**config.mk**
```make
export PLATFORM = sky130hd
export DESIGN_NAME = arch_regfile
export DESIGN_NICKNAME = d
export VERILOG_FILES = /design/src/source/arch_regfile.sv
export SDC_FILE = /design/constraint.sdc
export NUM_CORES = 2
export LEC_CHECK = 0
export ABC_AREA = 1
export ABC_CLOCK_PERIOD_IN_PS = 42400
export BUFFER_PORTS_ARGS = -buffer_cell sky130_fd_sc_hd__buf_4
export CAP_MARGIN = 20
export CORE_UTILIZATION = 30
export CTS_CLUSTER_DIAMETER = 150
export DETAILED_ROUTE_END_ITERATION = 12
export PLACE_DENSITY = 0.41
export SYNTH_ARGS = -nofsm -noshare
export SYNTH_HDL_FRONTEND = slang
export SYNTH_SLANG_ARGS = --single-unit
```
**constraint.sdc**
```tcl
create_clock -name clk -period 42.4 [get_ports clk]
set_clock_uncertainty 0.1 [all_clocks]
set_input_delay 2.12 -clock clk [delete_from_list [all_inputs] [get_ports clk]]
set_output_delay 2.12 -clock clk [all_outputs]
set_load 0.05 [all_outputs]
```
**src/source/arch_regfile.sv**
```systemverilog
`timescale 1ns/1ps
`default_nettype none

module arch_regfile (
    input  wire        clk,
    input  wire        rst,
    input  wire        we,
    input  wire [4:0]  waddr,
    input  wire [31:0] wdata,
    input  wire [4:0]  raddr,
    output logic [31:0] rdata
);

    logic [31:0] regs [32];                       // Committed architectural state

    // Decode-stage operand read, no clock
    assign rdata = regs[raddr];

    always_ff @(posedge clk or posedge rst) begin
        if (rst) begin
            for (int i = 0; i < 32; i++) begin
                regs[i] <= 32'd0;
            end
        end else if (we && (waddr != 5'd0)) begin  // x0 stays zero
            regs[waddr] <= wdata;
        end
    end

endmodule

`default_nettype wire

```
# After elaboration in Yosys (flattened, before gate mapping)
# Index checks and enable logic that the tools add are counted.
[totals]
word_cells = 46
regBits = 1024
[classes]
magnitude_cmp = 3
n_reduce_logical = 3
bitwise = 2
mux = 6
[ops]
columns = ["operator", "count"]
rows = [
  ["bitwise mux 1024 bit", 1],
  ["binary-select mux 32 bit (select 5 bit)", 1],
  ["demux 32 bit (select 5 bit)", 1],
  ["2-to-1 mux 32 bit", 3],
  [">= comparator 6 bit (second input constant)", 2],
  ["inverter 5 -> 6 bit", 2],
  ["less-than comparator 6 x 1 -> 1 bit (second input constant)", 1],
  ["nonzero test 5 bit", 1],
  ["logical AND 1 bit", 2],
]

# Longest topological paths before layout
[depth]
word_depth = 6
depth_mapped = 12

# Worst setup path before layout
# Ideal clock, no wire load.
[synth_path]
kind = "input port to output port"
from = "input raddr[0]"
to = "output rdata[11]"
n_path_buf = 3
cell_stages = 12
required_time_ns = 40.180
setup_slack_ns = 36.529
t_arrival_ns = 3.651
path_cell_list = "buf_2 -> inv_2 -> clkbuf_1 -> clkbuf_1 -> nand2_1 -> nand3_1 -> nand3_1 -> nand2_1 -> nand2_1 -> nand2_1 -> nand2_1 -> nand2_1"
[synth_via]
elab_chain_cells = 4
[synth_rtl]
columns = ["element", "line_no", "text"]
rows = [
  ["start, declared", "10", "input wire [4:0] raddr,"],
  ["inverter 5 -> 6 bit (not written as such)", "17", "assign rdata = regs[raddr];"],
  ["binary-select mux 32 bit (select 5 bit)", "17", ""],
  ["2-to-1 mux 32 bit (not written as such) (2 in a row)", "17", ""],
  ["end, declared", "11", "output logic [31:0] rdata"],
]
# No other way between the ends. The select of a mux whose other input is x is not followed.

# Worst setup path after layout
[layout_path]
from = "input raddr[0]"
to = "output rdata[2]"
# The elaborated chain is that of the path after synthesis.

==> run metrics <==
Worst EP required=40.18 ns; die area=0.155 mm^2; Synth-to-Final Area Change=12.6%; die height=394 um; largest net degree at the start of global routing=170; flops & latches, synth=1024; CP max stage cell=buf_4; Largest register FFs=1024; io pins=77; post-CTS setup buffer count=0; first-pass GRT wire length=250 mm; Final Hold Viols=0; Core Area=0.152 mm^2; Synth area leaders=dfrtp_1, nand2_1, o21ai_0; cell mode on critical path=nand2_1; final slew viol count=0; ys flop type=dfrtp_1; Async S/R FF share, synth=1.00; Final setup viols=0; CP peak stage delay=0.84 ns; Crit. End Element=primary output; WL final=165 mm; Wirelength per Cell=21.3 um; Yosys top cell area share=0.555; crit path cell chain=buf_8 -> inv_8 -> buf_4 -> buf_4 -> buf_4 -> nand2_1 -> nand3_1 -> nand3_1 -> nand2_1 -> nand2_1 -> nand2_1 -> nand2_1 -> nand2_1 -> buf_4; Reg2Reg Launch Point=regs[937]$_DFFE_PP0P_; die span in x=394 um; xor and xnor fraction of the mapped netlist area=0; Clock Tree Buf Depth=3; RSZ-0062 raised after global routing=no; mux share of post-synthesis cell area=0; Post-CTS Hold Buffers=0; Syn Area/Cell=7.85 um^2; final worst slack=33.62 ns; Final Cycle Share=0.207; Syn Nets=5918; post-synth design cell area=0.0461 mm^2; Max Fclk=114 MHz; worst-path maximum fanout=102; Pre-antenna DRT Iters=5; pre-CTS setup slack=33.57 ns; Final #Nets=5656; Max H-tree Level=3; largest family of logic cells by synthesized area=simple AND/OR/NAND/NOR gates; PwrDens=52.0 mW/mm^2; Initial Utilization=0.303; DR iter-0 viols=3094; Ys Warns=0; PortBufs=76; gr usage total=0.212; drt via density=4.92; hpwl dp=87.0 mm; Top Registers=regs: 1024 flops; Antenna Nets Post-Route=0; vias in the first global route=37700; crit path DAT=6.56 ns; TritonCTS Buffers=121; CTS sink cnt=1024; Worst IR Drop VDD=33.2 uV; Seq/Total Area, Yosys=0.555; number of flops mapped to enable cells by yosys=0; Worst-Margin Slew=1.07 ns; TritonCTS clock tree=built; initial antenna violation count=3; Largest Register=regs; Mapped Cells=5873; Synth Area in Adders=0; Pleak=24.4 nW; Critical Path Start=raddr[0]; min-delay src=regs[1009]$_DFFE_PP0P_; Synth area leader=dfrtp_1; post-route DRC violation count=0; simple-gate area share of the yosys netlist=0.287; Post-synth top cells=nand2_1, dfrtp_1, o21ai_0; Max Cap Viol=0; FP Rows=143; min-delay worst type=register to register; Root Buffer=clkbuf_16; critical path class=primary input to primary output; Compound-Gate Fraction of Synth Area=0.108; Setup TNS=0 ns; most frequent cell after synthesis=nand2_1; Slew headroom=0.288; CTS resizes=0; Reg clk slew, reported paths=0.06 ns; vias=38100; fraction of layout cells with a size suffix above 1=0.0671; GR Overflow Total=0; Period minus WS final=8.78 ns; startpoint class of the critical path=primary input; GP Congestion=0.732; Yosys cell types=17; status=finished clean; Clk Latency, worst-skew pair=0.74 ns
==> final cells by class <==
cell class	count	area [um^2]
antenna	1	2.50
clock buffer	189	3680
clock inverter	29	292
fill	16200	100000
inverter	80	329
multi-input combinational	4237	18300
sequential	1024	25600
tap	2030	2540
timing repair buffer	147	1200
==> metrics by stage <==
step                      power [mW]  instance area, um^2  hold WS, ns  std cells   util
after floorplan                 1.55                46100        0.329       5873      -
after global placement          1.66                47900        0.265       7516  0.315
after detailed placement        1.67                47900        0.266       7517  0.315
after CTS                       2.74                51900        0.279       7735  0.341
after global routing            2.86                51900        0.283       7736  0.341
final                           2.70                51900        0.277       7737  0.341
==> power by group <==
group          internal, mW  switching, mW  total, mW
logic                 0.143          0.249      0.392
registers              1.16         0.0955       1.26
clock network         0.620          0.435       1.05
==> placed cells by master (no fill, tap or decap), drive strengths merged <==
cell type	instances
nor2	135
clkinvlp	3
clkinv	19
clkbuf	189
nor4	1
nand2	2332
bufinv	5
dfrtp	1024
diode	1
nand3	770
inv	82
o21ai	864
nor3	7
a21oi	128
buf	147
==> worst max-delay path, delay by kind of cell <==
kind | cells | cell delay (ns)
buf+inv | 6 | 3.34
simple gates | 8 | 0.80
==> final timing paths <==
path / end / slack, ns / depth (start not counted)
max: rdata[2] / 33.62 / 14
min: regs[1009]$_DFFE_PP0P_ / 0.28 / 0
max reg2reg: regs[937]$_DFFE_PP0P_ / 41.56 / 2
min reg2reg: regs[1009]$_DFFE_PP0P_ / 0.28 / 0
max in group asynchronous: regs[232]$_DFFE_PP0P_ / 37.74 / 5
min in group asynchronous: regs[786]$_DFFE_PP0P_ / 1.38 / 2
==> routing by layer <==
metal	wire length, um	global-route usage	vias to the layer above
li1	-	-	18500
met1	80500	0.302	18800
met2	75200	0.340	627
met3	5980	0.0278	178
met4	3380	0.0477	2
met5	12	0	-
==> cell families after synthesis <==
group                  count (synthesis)
AND/OR/NAND/NOR                     3245
flip-flops                          1024
AO/OA/AOI/OAI                        992
buffers and inverters                612
Note: power is estimated with default switching activity, not from simulation.
