===== config.mk =====
export PLATFORM = sky130hd
export DESIGN_NAME = rob_ctrl
export DESIGN_NICKNAME = d
export VERILOG_FILES = /design/src/source/rob_pkg.sv /design/src/source/rob_ctrl.sv
export SDC_FILE = /design/constraint.sdc
export NUM_CORES = 1
export LEC_CHECK = 0
export CAP_MARGIN = 10
export CORE_AREA = 3 3 51 53
export CTS_BUF_LIST = sky130_fd_sc_hd__clkbuf_4 sky130_fd_sc_hd__clkbuf_8 sky130_fd_sc_hd__clkbuf_16
export CTS_CLUSTER_DIAMETER = 150
export CTS_CLUSTER_SIZE = 10
export DETAILED_ROUTE_END_ITERATION = 8
export DIE_AREA = 0 0 54 56
export DONT_BUFFER_PORTS = 1
export GPL_ROUTABILITY_DRIVEN = 0
export PLACE_DENSITY = 0.6
export SLEW_MARGIN = 40
export SYNTH_ARGS = -nofsm -noshare
export SYNTH_HDL_FRONTEND = slang
export SYNTH_SLANG_ARGS = --single-unit

===== constraint.sdc =====
create_clock -name clk -period 2.5 [get_ports clk]
set_input_delay 0.125 -clock clk [delete_from_list [all_inputs] [get_ports clk]]
set_output_delay 0.125 -clock clk [all_outputs]
set_load 0.01 [all_outputs]

===== src/source/rob_pkg.sv =====
`default_nettype none

package rob_pkg;

    localparam int ROB_TAG_W = 6;                // Slot index width, up to 64 slots

    // Instruction class, picks the completing unit and the commit action
    typedef enum logic [1:0] {
        KIND_ALU    = 2'd0,
        KIND_MUL    = 2'd1,
        KIND_DIV    = 2'd2,
        KIND_BRANCH = 2'd3
    } rob_kind_e;

    typedef struct packed {
        logic        valid;                      // Dispatch strobe
        rob_kind_e   kind;
        logic        reg_write;                  // Writes a destination register
        logic [4:0]  dest;                       // Architectural destination
        logic [31:0] pc;
    } dispatch_t;

    typedef struct packed {
        logic        busy;                       // Slot allocated
        logic        ready;                      // Result has arrived
        rob_kind_e   kind;
        logic        reg_write;
        logic [4:0]  dest;
        logic [31:0] value;                      // Result, or branch target
        logic [31:0] pc;
        logic        mispredict;                 // Branch resolved the wrong way
    } rob_entry_t;

    typedef struct packed {
        logic                 valid;             // One retirement this cycle
        logic                 reg_write;         // Register file was written
        logic [4:0]           dest;
        logic [31:0]          value;
        logic [ROB_TAG_W-1:0] tag;               // Slot that retired
    } commit_t;

endpackage

`default_nettype wire


===== src/source/rob_ctrl.sv =====
`timescale 1ns/1ps
`default_nettype none

module rob_ctrl #(
    parameter int ROB_DEPTH = 16
) (
    input  wire                           clk,
    input  wire                           rst,
    input  wire                           flush,
    input  wire rob_pkg::dispatch_t       dispatch,
    input  wire rob_pkg::rob_entry_t      head_entry,
    output logic                          alloc_we,
    output logic [rob_pkg::ROB_TAG_W-1:0] alloc_tag,
    output logic [rob_pkg::ROB_TAG_W-1:0] head_tag,
    output logic                          commit_en,
    output logic                          clear_all,
    output logic                          rob_full,
    output logic                          rob_empty
);
    import rob_pkg::*;

    localparam int PTR_W = $clog2(ROB_DEPTH);

    logic [PTR_W-1:0] head_q;                     // Oldest slot
    logic [PTR_W-1:0] tail_q;                     // Next free slot
    logic [PTR_W:0]   count_q;                    // Occupied slots
    logic             mispredict_retire;

    assign rob_full  = (count_q == (PTR_W+1)'(ROB_DEPTH));
    assign rob_empty = (count_q == '0);

    // Oldest entry retires once its result is in, never during a flush
    assign commit_en = head_entry.busy && head_entry.ready && !flush;

    assign mispredict_retire = commit_en && (head_entry.kind == KIND_BRANCH)
                               && head_entry.mispredict;

    assign clear_all = flush || mispredict_retire;   // Recovery wins over allocation

    assign alloc_we  = dispatch.valid && !rob_full && !clear_all;
    assign alloc_tag = ROB_TAG_W'(tail_q);           // Tag is the slot index
    assign head_tag  = ROB_TAG_W'(head_q);

    always_ff @(posedge clk or posedge rst) begin
        if (rst) begin
            head_q  <= '0;
            tail_q  <= '0;
            count_q <= '0;
        end else if (clear_all) begin
            head_q  <= '0;                            // Restart from slot 0
            tail_q  <= '0;
            count_q <= '0;
        end else begin
            if (alloc_we) begin
                tail_q <= tail_q + 1'b1;              // Wraps at power of two
            end
            if (commit_en) begin
                head_q <= head_q + 1'b1;
            end
            case ({alloc_we, commit_en})
                2'b10:   count_q <= count_q + 1'b1;
                2'b01:   count_q <= count_q - 1'b1;
                default: count_q <= count_q;          // Both or neither
            endcase
        end
    end

endmodule

`default_nettype wire


[Yosys cells after proc, flatten, opt, wreduce, memory -nomap -nowiden]
Cells that the tools add are included.
Operators by class
  equal/unequal tests: 4
  reductions and logical operators: 14
  mux-type cells: 6
  $add $sub $neg: 4
Operators by type and width (number)
  2-to-1 mux 4 bit: 4
  case mux 5 bit (2 select lines): 1
  adder 4 x 1 -> 4 bit (second input constant): 2
  logical AND 1 bit: 6
  adder 5 x 1 -> 5 bit (second input constant): 1
  equality test 5 bit (second input constant): 1
  zero test 5 bit: 1
  2-to-1 mux 5 bit: 1
  subtractor 5 x 1 -> 5 bit (second input constant): 1
  equality test 2 bit (second input constant): 2
  nonzero test 2 bit: 2
  zero test 1 bit: 3
  nonzero test 3 bit: 1
  equality test 2 x 1 -> 1 bit (second input constant): 1
  logical OR 1 bit: 1
Word-level totals
  input port bits: 119
  output and inout bits: 17
  bits in registers: 13
  logic and storage cells: 31

[Depth between registers and ports, before layout]
  depth in word-level cells: 10
  mapped depth: 9
  mapped depth without buffers: 9

[Least setup slack after synthesis]
OpenSTA, ideal clock, no wires.
  kind: reg-to-reg
  start: register count_q[2]
  end: register count_q[4]
  data required time: 2.372 ns
  clock period less this slack: 2.550 ns
  setup time: 0.128 ns
  cell stages (with the launch flop): 10
  arrival: 2.423 ns
  slack: -0.050 ns
  buffers on the path: 0
  cells stage by stage: dfrtp_1 > or4_4 > o21ai_2 > o21ai_0 > inv_1 > ha_1 > nor2b_1 > o22a_1 > a32oi_1 > mux2_1
On the way
  word-level cells in the longest chain between the ends: 7
  elaborated cells on any way between the ends: 11
  classes of those cells: 2 x add/sub; 3 x eq/ne; 2 x mux; 4 x reduce/logical
RTL lines
  start: declaration: line rob_ctrl.sv:26  | logic [PTR_W:0] count_q;
  start signal: assignment: line rob_ctrl.sv:61  | 2'b10: count_q <= count_q + 1'b1;
  start signal: assignment: line rob_ctrl.sv:62  | 2'b01: count_q <= count_q - 1'b1;
  start signal: assignment: line rob_ctrl.sv:63  | default: count_q <= count_q;
  equality test 5 bit: line rob_ctrl.sv:29  | assign rob_full = (count_q == (PTR_W+1)'(ROB_DEPTH));
  zero test 1 bit: line rob_ctrl.sv:40  | assign alloc_we = dispatch.valid && !rob_full && !clear_all;
  logical AND 1 bit (2 in series): line rob_ctrl.sv:40
  equality test 2 x 1 -> 1 bit / equality test 2 bit (equally long branches): line rob_ctrl.sv:60  | case ({alloc_we, commit_en})
  case mux 5 bit (2 select lines): line rob_ctrl.sv:60
  2-to-1 mux 5 bit: line rob_ctrl.sv:49  | end else if (clear_all) begin
Several ways; a longest one is shown, not always the timed one.
A chain may end at the register's enable or synchronous reset.

[Worst setup path in the final report]
Ends and elaborated chain as after synthesis.

==> impl_summary.txt <==
----------------------------------------------------
[Synthesis]
  Syn Inst Count ... 99
  Dominant cells by area after synthesis ... dfrtp_1, ha_1, a21oi_1
  EDFF count, synth ... 0
  Post-synth cell types ... 34
  Proportion of synthesized flip-flops having asynchronous set or reset ... 100%
  Flip-flop and latch count after synthesis ... 13
  Area share of the largest cell type after synthesis ... between 30 and 40%
  Synth cell count leaders ... dfrtp_1, nor2_1, a21oi_1, inv_1
  Leading cell type by number of instances after synthesis ... dfrtp_1
  Number of warnings issued by yosys ... 0
  Part of the Yosys area used for sequential elements ... around 37%
  Cell type with the highest aggregate area in the netlist ... dfrtp_1
  Avg Cell Area, Syn ... between 8 and 9 um2
  Post-synth design cell area ... 881 um2
  Primary FF master, synth ... dfrtp_1

[Global route]
  Number of antenna violations at the first check in global routing ... 0
  Wire length of the first global-routing pass ... 3530 um
  Met2 track utilization from global routing ... 22.7%
  Met1 track demand over resource ... between 20% and 30%
  Vias in the first global route ... 742
  Pin count of the biggest net entering global routing ... 16
  GRT met3 Usage ... 7.24%
  Highest-utilization routing layer at the global route stage ... met2
  Overflow after GRT ... 0
  Gr usage total ... approximately 16%

[Pwr]
  Leakage power ... 0.000525 uW
  Ratio of total power to cell area ... 478 mW/mm2
  VDD IR max ... between 0.3 and 0.4 mV

[Clock network]
  Htree depth ... 1
  Clock input transition at the sequential cells of the worst setup and hold paths ... 0.08 ns
  CTS max path bufs ... 2
  Clock tree from TritonCTS ... yes
  CTS root buf ... clkbuf_4
  Total clock sinks ... 13
  Clock buffers created by TritonCTS ... 3
  Clk_lat worst skew ... approximately 0.28 ns

[STA]
  Fmax ... 402 MHz
  Final Max Tran Viols ... 0
  Setup skew after layout ... about 0.0070 ns
  RSZ-0062 raised after global routing ... yes
  Aggregate negative setup slack ... 0 ns
  Final hold violations ... 0
  Final period demand of the worst path ... 2.49 ns
  Worst Max-Slew Pin Slew ... 0.636 ns
  Worst relative slew slack ... 57.3%
  Final setup violation count ... 0
  Least setup slack across all paths after layout ... 0.00950 ns
  Final Cycle Share ... 99.6%

[Worst setup path]
  Worst path arrival time ... 2.65 ns
  Worst setup SP type ... flop
  Critical setup path kind ... reg2reg
  Worst-case register-to-register setup slack ... 0.009 ns
  Slowest cell delay on critical path ... 0.57 ns
  Crit. End Element ... flop
  Series of cell instances along the critical path ... or4_4 -> o21ai_4 -> o21ai_4 -> inv_2 -> ha_4 -> nor2b_2 -> o22a_1 -> a32oi_1 -> mux2_1
  Slowest CP cell ... or4_4
  Max FO, Critical Path ... 3
  CP most frequent cell ... o21ai_4
  Data required time at the worst endpoint ... 2.66 ns

[Finish]
  Net count of the finished layout ... 243
  Count of antenna diodes in the layout ... 0
  Area delta synth->final ... 23.4%
  Final design utilization ... 49.6%
  Share of layout cells above drive strength 1 ... 22.2%
  Cell Count, Final, Fillers Out ... 145

[Floorplanning]
  Die Width ... ~54 um
  Total core area ... 0.00219 mm2
  Boundary Pins ... roughly 140
  Initial core utilization ... between 40% and 50%
  Height of the die ... approximately 56 um
  Row cnt ... 17
  Die area ... ~0.0030 mm2

[Route]
  Routed via count divided by cell count ... around 5.5
  Post-detailed-route count of antenna-violating nets ... 0
  Detailed-routing iteration count for the pre-antenna-repair pass ... 4
  DRC viols ... 0
  Routed length per instance ... 14.8 um
  DRT Wirelength ... 2140 um
  DR iter-0 viols ... 18
  Total number of vias ... ~800

[Place]
  DP Worst Slack ... -0.0259 ns
  Half-perimeter wire length after detailed placement ... approximately 1700 um
  DP Cell Count ... between 100 and 150
  Port Buffers ... 0

[Hold path]
  Worst hold path class ... in2reg

[Job]
  Max-capacitance violation count ... 0

[Status]
  Result of the run ... completed

----------------------------------------------------
==> power breakdown <==
group / internal, uW / leakage, uW / switching, uW
combinational: 65.4 / 0.000330 / 78.4
clock: 72.7 / 0.0000184 / 66.3
sequential: 222 / 0.000177 / 14.4
total: 360 / 0.000525 / 159
==> flip-flops by register name (all words and copies together), names as in the netlist <==
name	flops
count_q	5
tail_q	4
head_q	4
==> final cells by class <==
| class | instances | area, um2 |
|---|---|---|
| clock buffers | 4 | 30.0 |
| multi-input cells | 77 | 543 |
| well taps | 28 | 35.0 |
| repair buffers | 16 | 128 |
| flip-flops and latches | 13 | 325 |
| fillers | 210 | 1100 |
| inverters | 7 | 26.3 |
==> metrics by stage <==
stage	power, uW	instance area, um2	hold WS (ns)
floorplan	336	918	0.00196
global placement	375	1010	0.0576
detailed placement	378	1010	0.0691
CTS	524	1070	0.115
global route	562	1090	0.113
finish	519	1090	0.123
==> kinds of logic after synthesis <==
kind of cell	Yosys count	share of synthesized area, %
flip-flops	13	36.9
AND/OR/NAND/NOR	36	21.7
XOR/XNOR	7	6.96
buffers and inverters	12	6.82
multiplexers	1	1.28
adder cells (fa/ha/maj)	6	9.38
AO/OA/AOI/OAI	23	16.5
other	1	0.426
==> repair_timing <==
action	CTS	global route
resized for setup	1	3
hold endpoints to repair	14	0
setup endpoints to repair	1	1
setup buffers	0	1
gates cloned	0	0
pin swaps	2	4
hold buffers	3	0
==> cells in the final DEF, fill, tap and decap left out, drive strengths merged <==
master       instances
nand2                5
xor2                 4
fa                   1
o22a                 1
and3                 1
o211ai               2
a21o                 1
conb                 4
nor3                 4
o22ai                1
a211oi               2
nor2                12
o21ai                4
mux2                 1
nand3b               1
nand4                2
ha                   5
nand3                5
or2                  1
and4b                1
dfrtp               13
or4                  1
inv                  7
nor4bb               1
nor4                 1
nor2b                1
clkbuf               4
dlygate4sd3          3
a21oi                9
a21boi               1
xnor2                3
o21bai               1
a32oi                1
buf                 13
==> critical path: cells and delay by family (launching register included) <==
family / cells / cell delay (ns)
adder cells (fa/ha/maj): 1 / 0.20
multiplexers: 1 / 0.34
flip-flops: 1 / 0.38
AO/OA/AOI/OAI: 4 / 0.64
buffers and inverters: 1 / 0.10
AND/OR/NAND/NOR: 2 / 0.72
==> routing by layer <==
layer / wire length (um) / share of wire (%) / vias up
li1: - / - / 382
met4: 29 / 1.4 / 0
met5: 0 / 0 / -
met2: 1000 / 47 / 29
met1: 952 / 44 / 378
met3: 159 / 7.4 / 4
==> worst paths after layout <==
path                                start    endpoint  cells after the start
min in group asynchronous             rst   tail_q[1]                      2
min                        head_entry[73]   head_q[0]                      3
max reg2reg                    count_q[2]  count_q[4]                      9
max in group asynchronous             rst  count_q[2]                      2
max                            count_q[2]  count_q[4]                      9
min reg2reg                     tail_q[3]   tail_q[3]                      2
Power figures use the tool's default switching activity.
