**src/source/rob_pkg.sv**
```systemverilog
`default_nettype none

package rob_pkg;

    localparam int ROB_TAG_W = 6;                // Slot index width, up to 64 slots

    // Instruction class, picks the completing unit and the commit action
    typedef enum logic [1:0] {
        KIND_ALU    = 2'd0,
        KIND_MUL    = 2'd1,
        KIND_DIV    = 2'd2,
        KIND_BRANCH = 2'd3
    } rob_kind_e;

    typedef struct packed {
        logic        valid;                      // Dispatch strobe
        rob_kind_e   kind;
        logic        reg_write;                  // Writes a destination register
        logic [4:0]  dest;                       // Architectural destination
        logic [31:0] pc;
    } dispatch_t;

    typedef struct packed {
        logic        busy;                       // Slot allocated
        logic        ready;                      // Result has arrived
        rob_kind_e   kind;
        logic        reg_write;
        logic [4:0]  dest;
        logic [31:0] value;                      // Result, or branch target
        logic [31:0] pc;
        logic        mispredict;                 // Branch resolved the wrong way
    } rob_entry_t;

    typedef struct packed {
        logic                 valid;             // One retirement this cycle
        logic                 reg_write;         // Register file was written
        logic [4:0]           dest;
        logic [31:0]          value;
        logic [ROB_TAG_W-1:0] tag;               // Slot that retired
    } commit_t;

endpackage

`default_nettype wire

```
**src/source/rob_commit.sv**
```systemverilog
`timescale 1ns/1ps
`default_nettype none

module rob_commit (
    input  wire                          clk,
    input  wire                          rst,
    input  wire                          commit_en,
    input  wire rob_pkg::rob_entry_t     head_entry,
    input  wire [rob_pkg::ROB_TAG_W-1:0] head_tag,
    output rob_pkg::commit_t             commit,
    output logic                         rf_we,
    output logic [4:0]                   rf_waddr,
    output logic [31:0]                  rf_wdata,
    output logic                         redirect_valid,
    output logic [31:0]                  redirect_pc
);
    import rob_pkg::*;

    logic    do_write;                            // Retirement updates the register file
    logic    do_redirect;                         // Retirement of a wrong-path branch
    commit_t commit_q;                            // Commit record, valid bit included

    assign do_write = commit_en && head_entry.reg_write
                      && (head_entry.kind != KIND_BRANCH) && (head_entry.dest != 5'd0);
    assign do_redirect = commit_en && (head_entry.kind == KIND_BRANCH)
                         && head_entry.mispredict;

    // Write lands on the same edge that raises commit.valid
    assign rf_we    = do_write;
    assign rf_waddr = head_entry.dest;
    assign rf_wdata = head_entry.value;

    always_ff @(posedge clk or posedge rst) begin
        if (rst) begin
            commit_q       <= '0;
            redirect_valid <= 1'b0;
            redirect_pc    <= 32'd0;
        end else begin
            commit_q.valid <= commit_en;          // One cycle per retirement
            redirect_valid <= do_redirect;
            if (commit_en) begin
                commit_q.reg_write <= do_write;   // Low for branches and x0
                commit_q.dest      <= head_entry.dest;
                commit_q.value     <= head_entry.value;
                commit_q.tag       <= head_tag;
            end
            if (do_redirect) begin
                redirect_pc <= head_entry.value;  // Stored branch target
            end
        end
    end

    assign commit = commit_q;

endmodule

`default_nettype wire

```
**config.mk**
```make
export PLATFORM = sky130hd
export DESIGN_NAME = rob_commit
export DESIGN_NICKNAME = d
export VERILOG_FILES = /design/src/source/rob_pkg.sv /design/src/source/rob_commit.sv
export SDC_FILE = /design/constraint.sdc
export NUM_CORES = 1
export LEC_CHECK = 0
export BUFFER_PORTS_ARGS = -buffer_cell sky130_fd_sc_hd__buf_2
export CAP_MARGIN = 0
export CORE_UTILIZATION = 39
export CTS_CLUSTER_DIAMETER = 200
export DETAILED_ROUTE_END_ITERATION = 8
export PLACE_DENSITY_LB_ADDON = 0.05
export SLEW_MARGIN = 10
export SYNTH_ARGS = -nofsm -noshare
export SYNTH_HDL_FRONTEND = slang
export SYNTH_SLANG_ARGS = --single-unit
```
**constraint.sdc**
```tcl
create_clock -name clk -period 2 [get_ports clk]
set_input_delay 0.1 -clock clk [delete_from_list [all_inputs] [get_ports clk]]
set_output_delay 0.1 -clock clk [all_outputs]
set_load 0.02 [all_outputs]
```
Yosys cells after proc, flatten, opt, wreduce, memory -nomap -nowiden. Index checks and enable logic that the tools add are counted. Widths: inputs -> output; s select.

Output and inout port bits: 116. Register bits after elaboration: 78. Bits of input ports: 84. Logic and storage cells: 15.

Equality and inequality tests: 2. Reductions and logical operators: 6.

Operator list (number): $logic_and 1x1->1 (5); $reduce_bool 5->1 (1); $eq 2x2->1 const B (1); $ne 2x2->1 const B (1).

Longest topological paths before layout. Gate-level depths: netlist of the first run.

Depth after elaboration: 3. Depth in mapped cells: 4. Mapped depth without buffers: 3.

Worst setup path after synthesis of the first run. Ideal clock, no wire load.

Kind: input-to-reg. Start point: input port commit_en. End point: register redirect_pc[10]. Data required time: 1.875 ns. Stages: 4. Setup time: 0.125 ns. Data arrival time: 0.842 ns. Slack: 1.033 ns. Path through: buf_4 > nand4_4 > buf_6 > mux2_4.

Longest elaborated chain between the ends: 2.

Ends and longest elaborated chain: from (decl) (line rob_commit.sv:7) `input wire commit_en,`; $logic_and 1x1->1 (line rob_commit.sv:25) `assign do_redirect = commit_en && (head_entry.kind == KIND_BRANCH)`; $logic_and 1x1->1 (line rob_commit.sv:26) `&& head_entry.mispredict;`; to (signal assigned) (line rob_commit.sv:48) `redirect_pc <= head_entry.value;`; to (decl) (line rob_commit.sv:15) `output logic [31:0] redirect_pc`.

Every way passes these cells. A chain may end at the register's enable or synchronous reset.

Final worst setup path of the first run.
Start point: input port head_entry[66] (netlist name). End point: output port rf_we.

Longest elaborated chain between the ends: 2.

Ends and longest elaborated chain: from (decl) (line rob_commit.sv:8) `input wire rob_pkg::rob_entry_t head_entry,`; $reduce_bool 5->1 (line rob_commit.sv:24) `&& (head_entry.kind != KIND_BRANCH) && (head_entry.dest != 5'd0);`; $logic_and 1x1->1 (line rob_commit.sv:24); to (decl) (line rob_commit.sv:11) `output logic rf_we,`.

Every way passes these cells.

==> summary.md, run 1 <==
| Metric | Value |
|---|---|
| Final std cells w/o fill | approximately 480 |
| Worst setup path category | in2out |
| Pwr Total | 4.40 mW |
| First-pass GRT wire length | between 10 and 15 mm |
| Share of the synthesized area in the top cell type | 0.590 |
| Required time of the critical path | approximately 1900 ps |
| Syn nets | about 290 |
| PwrDens | 975 nW/um^2 |
| Crit path from | head_entry[66] |
| Placed cell area | a little under 4000 um^2 |
| Gr usage total | 0.155 |
| Met1 WL | around 2.9 mm |
| Tcrit/Tclk final | 0.873 |
| Vias | approximately 2,200 |
| Placed Cells incl. Taps | 436 |
| CTS tree | built |
| Worst hold start | head_entry[58] |
| Final Wtd Congestion | 0.694 |
| CTS root buffer | clkbuf_8 |
| Yosys top cell by area | dfrtp_1 |
| Min-Delay Path Depth | 2 |
| Internal | approximately 3.1 mW |
| Met3 wire len | 534 um |
| RR Startpoint | commit[39] |
| H-Tree Depth | 3 |
| Starting Density | 0.402 |
| Mean Syn Cell Area | around 16 um^2 |
| Switching share of total power | 0.295 |
| Number of remaining DRC errors | 0 |
| Die width | about 94 um |
| Final ANT Viol Nets | 0 |
| Met2 wire len | around 3.2 mm |
| Fin crit period | 1750 ps |
| Core box area | around 8200 um^2 |
| DR iter-0 viols | about 50 |
| Pin count of the biggest net entering global routing | between 70 and 80 |
| Detailed-route vias per instance | approximately 4.5 |
| Maxcap violations | 0 |
| Commonest non-fill, non-tap cell in the layout | buf_2 |
| CP Capture Type | output port |
| Clock buffer count from CTS | 9 |
| Post-CTS setup buffer count | 0 |
| Fraction of layout cells with a size suffix above 1 | 0.692 |
| Antenna cell count | 0 |
| Highest metal used | met4 |
| WP data arrival | about 1700 ps |
| Final setup violation count | 0 |
| Worst R2R Path Depth | 1 |
| Max-slew violations | 0 |
| Post-route cell area | 4510 um^2 |
| CP Launch Type | input port |
| Max Buffers Root-to-Sink | 2 |
| Final wirelength | roughly 6.7 mm |
| VDD IR max | around 0.00052 V |
| Outcome | complete, no violations |
| Die height | between 90 and 100 um |
| Fill cells | between 700 and 800 |
| FP Rows | 33 |
| Initial antenna violation count | 0 |
| Total Neg Setup Slack | 0 ps |
| Gate power share | 0.259 |
| Mapped Area | between 3000 and 4000 um^2 |
| Top cells by area, synth | dfrtp_1 59%, mux2_2 16%, mux2_4 13% |
| Synth Warn # | 0 |
| Drt first pass iters | 4 |
| Final net count | roughly 460 |
| Seq pwr share | 0.437 |
| Hold Vio Cnt, Final | 0 |
| Fmax | about 0.57 GHz |
| Ports | 200 |
| Unique cell type count in the Yosys netlist | 13 |
| Relative max-transition margin | 0.587 |
| Clk sinks | between 70 and 80 |
| Worst-path clk slew | 80 ps |
| DP HPWL | 4.35 mm |
| Clk network pwr share | 0.304 |
| Slew at the pin closest to its max-slew limit | slightly above 600 ps |
| Switching power | 1.30 mW |
| Grt ovf | 0 |
| Static leakage | ~2.3 nW |
| Worst min path class | in2reg |
| Avg WL per Cell | roughly 14 um |
| Die area | roughly 9000 um^2 |
| Clock latency at the later pin of the worst-skew pair | approximately 340 ps |
| Worst Path Max Fanout | 3 |
| Port buffer count | about 170 |
| Register area share after synthesis | 0.590 |
| CTS resizes | 0 |
| Clock skew | 0 ps |
| Mapped Cells | between 200 and 250 |
| Area growth from synthesis to layout | 36.4% |
| FF+latch count, synth | 78 |
| Most frequent cells in the layout | 165 x buf_2, 78 x dfrtp_1, 46 x mux2_2 |
| Number of global-route vias before repair | 2,049 |
| RSZ-0062 raised after global routing | no |
==> cells in the mapped netlist <==
| cell type | n |
|---|---|
| buf_2 | 4 |
| mux2_2 | 46 |
| buf_6 | 3 |
| buf_4 | 38 |
| nand4_4 | 1 |
| o22ai_1 | 1 |
| mux2_4 | 29 |
| inv_1 | 3 |
| or4_1 | 1 |
| nand3_1 | 1 |
| dfrtp_1 | 78 |
| nor2_1 | 2 |
| nand2_1 | 1 |
==> per-layer routing <==
metal | GRT usage | vias up
met2 | 0.241 | 97
met5 | 0 | -
li1 | - | 1004
met4 | 0.0615 | 0
met1 | 0.201 | 1043
met3 | 0.0485 | 9
==> worst max-delay path, cell delays in order <==
cell           delay, ps
dlygate4sd3_1        540
buf_2                130
or4_1                520
nor2_1               140
nor2_1                60
buf_2                150
==> registers in the layout, indices dropped and copies added (netlist names) <==
register / cells
commit: 45
redirect_valid: 1
redirect_pc: 32
==> worst paths after layout <==
path	to	slack [ps]
worst max-delay path	rf_we	250
worst min-delay path	redirect_pc[25]	10
min in group asynchronous	commit[16]	410
max in group asynchronous	commit[32]	1240
worst max register to register	commit[39]	1240
worst min register to register	redirect_pc[28]	500
==> power by group through the flow <==
stage          Clock [mW]  Sequential, mW  Combinational [mW]
6_report             1.34            1.92                1.14
2_1_floorplan           0            2.25               0.455
3_5_place_dp            0            1.95                1.11
4_1_cts              1.39            1.92                1.15
3_3_place_gp            0            1.95                1.10
5_1_grt              1.46            1.95                1.21
==> cell type report <==
type	instances	area, um^2	area share
clock buffer	11	151	0.0336
inverter	3	15.0	0.00333
multi-input combinational	82	1000	0.223
tap	105	131	0.0291
sequential	78	1950	0.433
clock inverter	5	81.3	0.0180
timing repair buffer	198	1170	0.260
==> repair_timing <==
| action | in CTS | in global routing |
|---|---|---|
| hold endpoints to repair | 116 | 2 |
| hold buffers | 28 | 2 |
| endpoints found under the setup margin | 0 | 0 |
==> metrics by stage <==
step / util / hold WS (ps) / setup slack [ps]
2_1_floorplan: - / 131 / 1020
3_3_place_gp: 0.484 / 260 / 641
3_5_place_dp: 0.484 / 260 / 631
4_1_cts: 0.546 / 0.0488 / 259
5_1_grt: 0.549 / 2.16 / 196
6_report: 0.549 / 13.6 / 254
==> cell families after synthesis <==
| logic type | after synthesis | share of synthesized area |
|---|---|---|
| muxes | 75 | 0.288 |
| and+or+nand+nor | 6 | 0.0136 |
| buffers and inverters | 48 | 0.106 |
| AOI/OAI and AO/OA | 1 | 0.00189 |
| DFF | 78 | 0.590 |
No activity file was read; power rests on OpenSTA's default activity.
==> run 2: changes to the inputs <==
--- a/config.mk
+++ b/config.mk
@@ -5,11 +5,14 @@
 export SDC_FILE = /design/constraint.sdc
 export NUM_CORES = 1
 export LEC_CHECK = 0
+export ABC_CLOCK_PERIOD_IN_PS = 2000
 export BUFFER_PORTS_ARGS = -buffer_cell sky130_fd_sc_hd__buf_2
 export CAP_MARGIN = 0
 export CORE_UTILIZATION = 39
+export CTS_BUF_LIST = sky130_fd_sc_hd__clkbuf_16
 export CTS_CLUSTER_DIAMETER = 200
 export DETAILED_ROUTE_END_ITERATION = 8
+export GPL_TIMING_DRIVEN = 0
 export PLACE_DENSITY_LB_ADDON = 0.05
 export SLEW_MARGIN = 10
 export SYNTH_ARGS = -nofsm -noshare
==> summary.md, run 2 (synthesized netlist as in run 1, its figures left out) <==
| Metric | Value |
|---|---|
| CTS root buffer | clkbuf_16 |
| Detailed-route vias per instance | roughly 4.4 |
| Required time of the critical path | approximately 1900 ps |
| Final Wtd Congestion | between 0.6 and 0.7 |
| Crit path from | commit_en |
| First-pass GRT wire length | a little over 10 mm |
| RR Startpoint | redirect_pc[7] |
| Fill cells | around 700 |
| DR iter-0 viols | 17 |
| Final net count | 475 |
| Final ANT Viol Nets | 0 |
| Number of global-route vias before repair | 2,037 |
| Initial antenna violation count | 0 |
| DP HPWL | a little under 5 mm |
| VDD IR max | ~0.00042 V |
| PwrDens | roughly 980 nW/um^2 |
| Hold EP | commit[3] |
| Slew at the pin closest to its max-slew limit | 236 ps |
| CP Launch Type | input port |
| Worst R2R End | redirect_pc[7] |
| Clk sinks | 78 |
| Slowest stage delay, CP | approximately 520 ps |
| Fin crit period | around 1700 ps |
| Worst R2R Path Depth | 1 |
| Min-Delay Path Depth | 2 |
| Max reg flops | 45 |
| Worst Path Max Fanout | 10 |
| Clock skew | 0 ps |
| Antenna cell count | 0 |
| Max Buffers Root-to-Sink | 2 |
| Fmax | 0.590 GHz |
| CTS tree | built |
| Slowest cell on the critical path | dlygate4sd3_1 |
| Pin count of the biggest net entering global routing | 38 |
| Clock latency at the later pin of the worst-skew pair | approximately 320 ps |
| Grt ovf | 0 |
| Tcrit/Tclk final | 0.848 |
| Final setup violation count | 0 |
| Number of remaining DRC errors | 0 |
| Total Neg Setup Slack | 0 ps |
| CP Capture Type | output port |
| Crit path cell chain | dlygate4sd3_1, buf_2, buf_4, buf_2, nand3_1, nor2_1, buf_2 |
| H-Tree Depth | 3 |
| Die height | around 94 um |
| Static leakage | 2.45 nW |
| Worst hold start | head_tag[3] |
| Port buffer count | between 150 and 200 |
| Relative max-transition margin | 0.843 |
| Ports | 200 |
| WP data arrival | ~1600 ps |
| Max-slew violations | 0 |
| RSZ-0062 raised after global routing | no |
| Outcome | complete, no violations |
| Commonest non-fill, non-tap cell in the layout | buf_2 |
| Die area | approximately 8900 um^2 |
| FP Rows | 33 |
| Avg WL per Cell | between 10 and 15 um |
| Most frequent cells in the layout | 169 x buf_2, 78 x dfrtp_1, 46 x mux2_2 |
| Fraction of layout cells with a size suffix above 1 | 0.765 |
| Drt first pass iters | 3 |
| Vias | about 2,200 |
| Final core occ | 0.563 |
| Worst min path class | in2reg |
| CP dominant cell by count | buf_2 |
| Area growth from synthesis to layout | 39.9% |
| Core box area | about 8200 um^2 |
| Worst-path clk slew | roughly 60 ps |
| Worst reg2reg setup slack | between 1000 and 1500 ps |
| Starting Density | 0.402 |
| Final wirelength | 6.62 mm |
| CTS resizes | 0 |
| Gr usage total | 0.154 |
| Clock buffer count from CTS | 9 |
| Worst setup path category | in2out |
| Hold Vio Cnt, Final | 0 |
| Die width | about 94 um |
| Maxcap violations | 0 |
==> run 2: cell types whose count changed in the layout (fill, tap and decap cells not counted), sizes merged <==
cell,change
dlygate4sd3,-25
inv,+1
clkbuf,-2
bufinv,-2
buf,+44
clkinvlp,+3
==> run 2: through the flow <==
stage                     hold WS, ps  total power, mW  instances  cell area [um^2]  setup slack (ps)
after floorplan                   131             2.70        208              3310              1020
after global placement            224             3.10        478              4270               409
after detailed placement         36.8             3.13        480              4310               758
after CTS                        2.59             4.60        501              4630               269
after global routing             9.21             4.76        501              4630               201
final                            10.2             4.53        501              4630               305
==> run 2: per-layer routing <==
layer  track usage  wire, um  vias up
li1              -         -     1041
met1         0.201      2900     1065
met2         0.240      3110      100
met3        0.0396       494       10
met4        0.0705       116        0
met5             0         0        -
==> run 2: layout make-up <==
type	count	area, um^2	area share
clock buffers	9	225	0.0487
inverters	3	15.0	0.00325
repair buffers	172	916	0.198
multi-input cells	82	1000	0.217
plain buffers	45	339	0.0733
flip-flops and latches	78	1950	0.422
clock inverters	7	42.5	0.00920
well taps	105	131	0.0284
==> run 2: power breakdown <==
| part | switching (mW) | total, mW | internal, mW |
|---|---|---|---|
| logic | 0.623 | 1.16 | 0.541 |
| registers | 0.114 | 1.93 | 1.81 |
| clock network | 0.610 | 1.44 | 0.827 |
==> run 2: repair_timing <==
action	CTS	global route
hold buffers	5	0
hold endpoints to repair	82	0
setup buffers	0	0
==> run 2: worst max-delay path by stage <==
stage                      endpoint  slack [ps]  cells after the start
finish                        rf_we         300                      7
detailed placement  redirect_pc[24]         760                      5
global route                  rf_we         200                      7
CTS                           rf_we         270                      7
global placement          commit[1]         410                      2
floorplan                 commit[0]        1020                      1
==> run 2: critical path: cells and delay by family <==
family / cells / cell delay (ps)
simple gates: 2 / 230
buf+inv: 5 / 1270
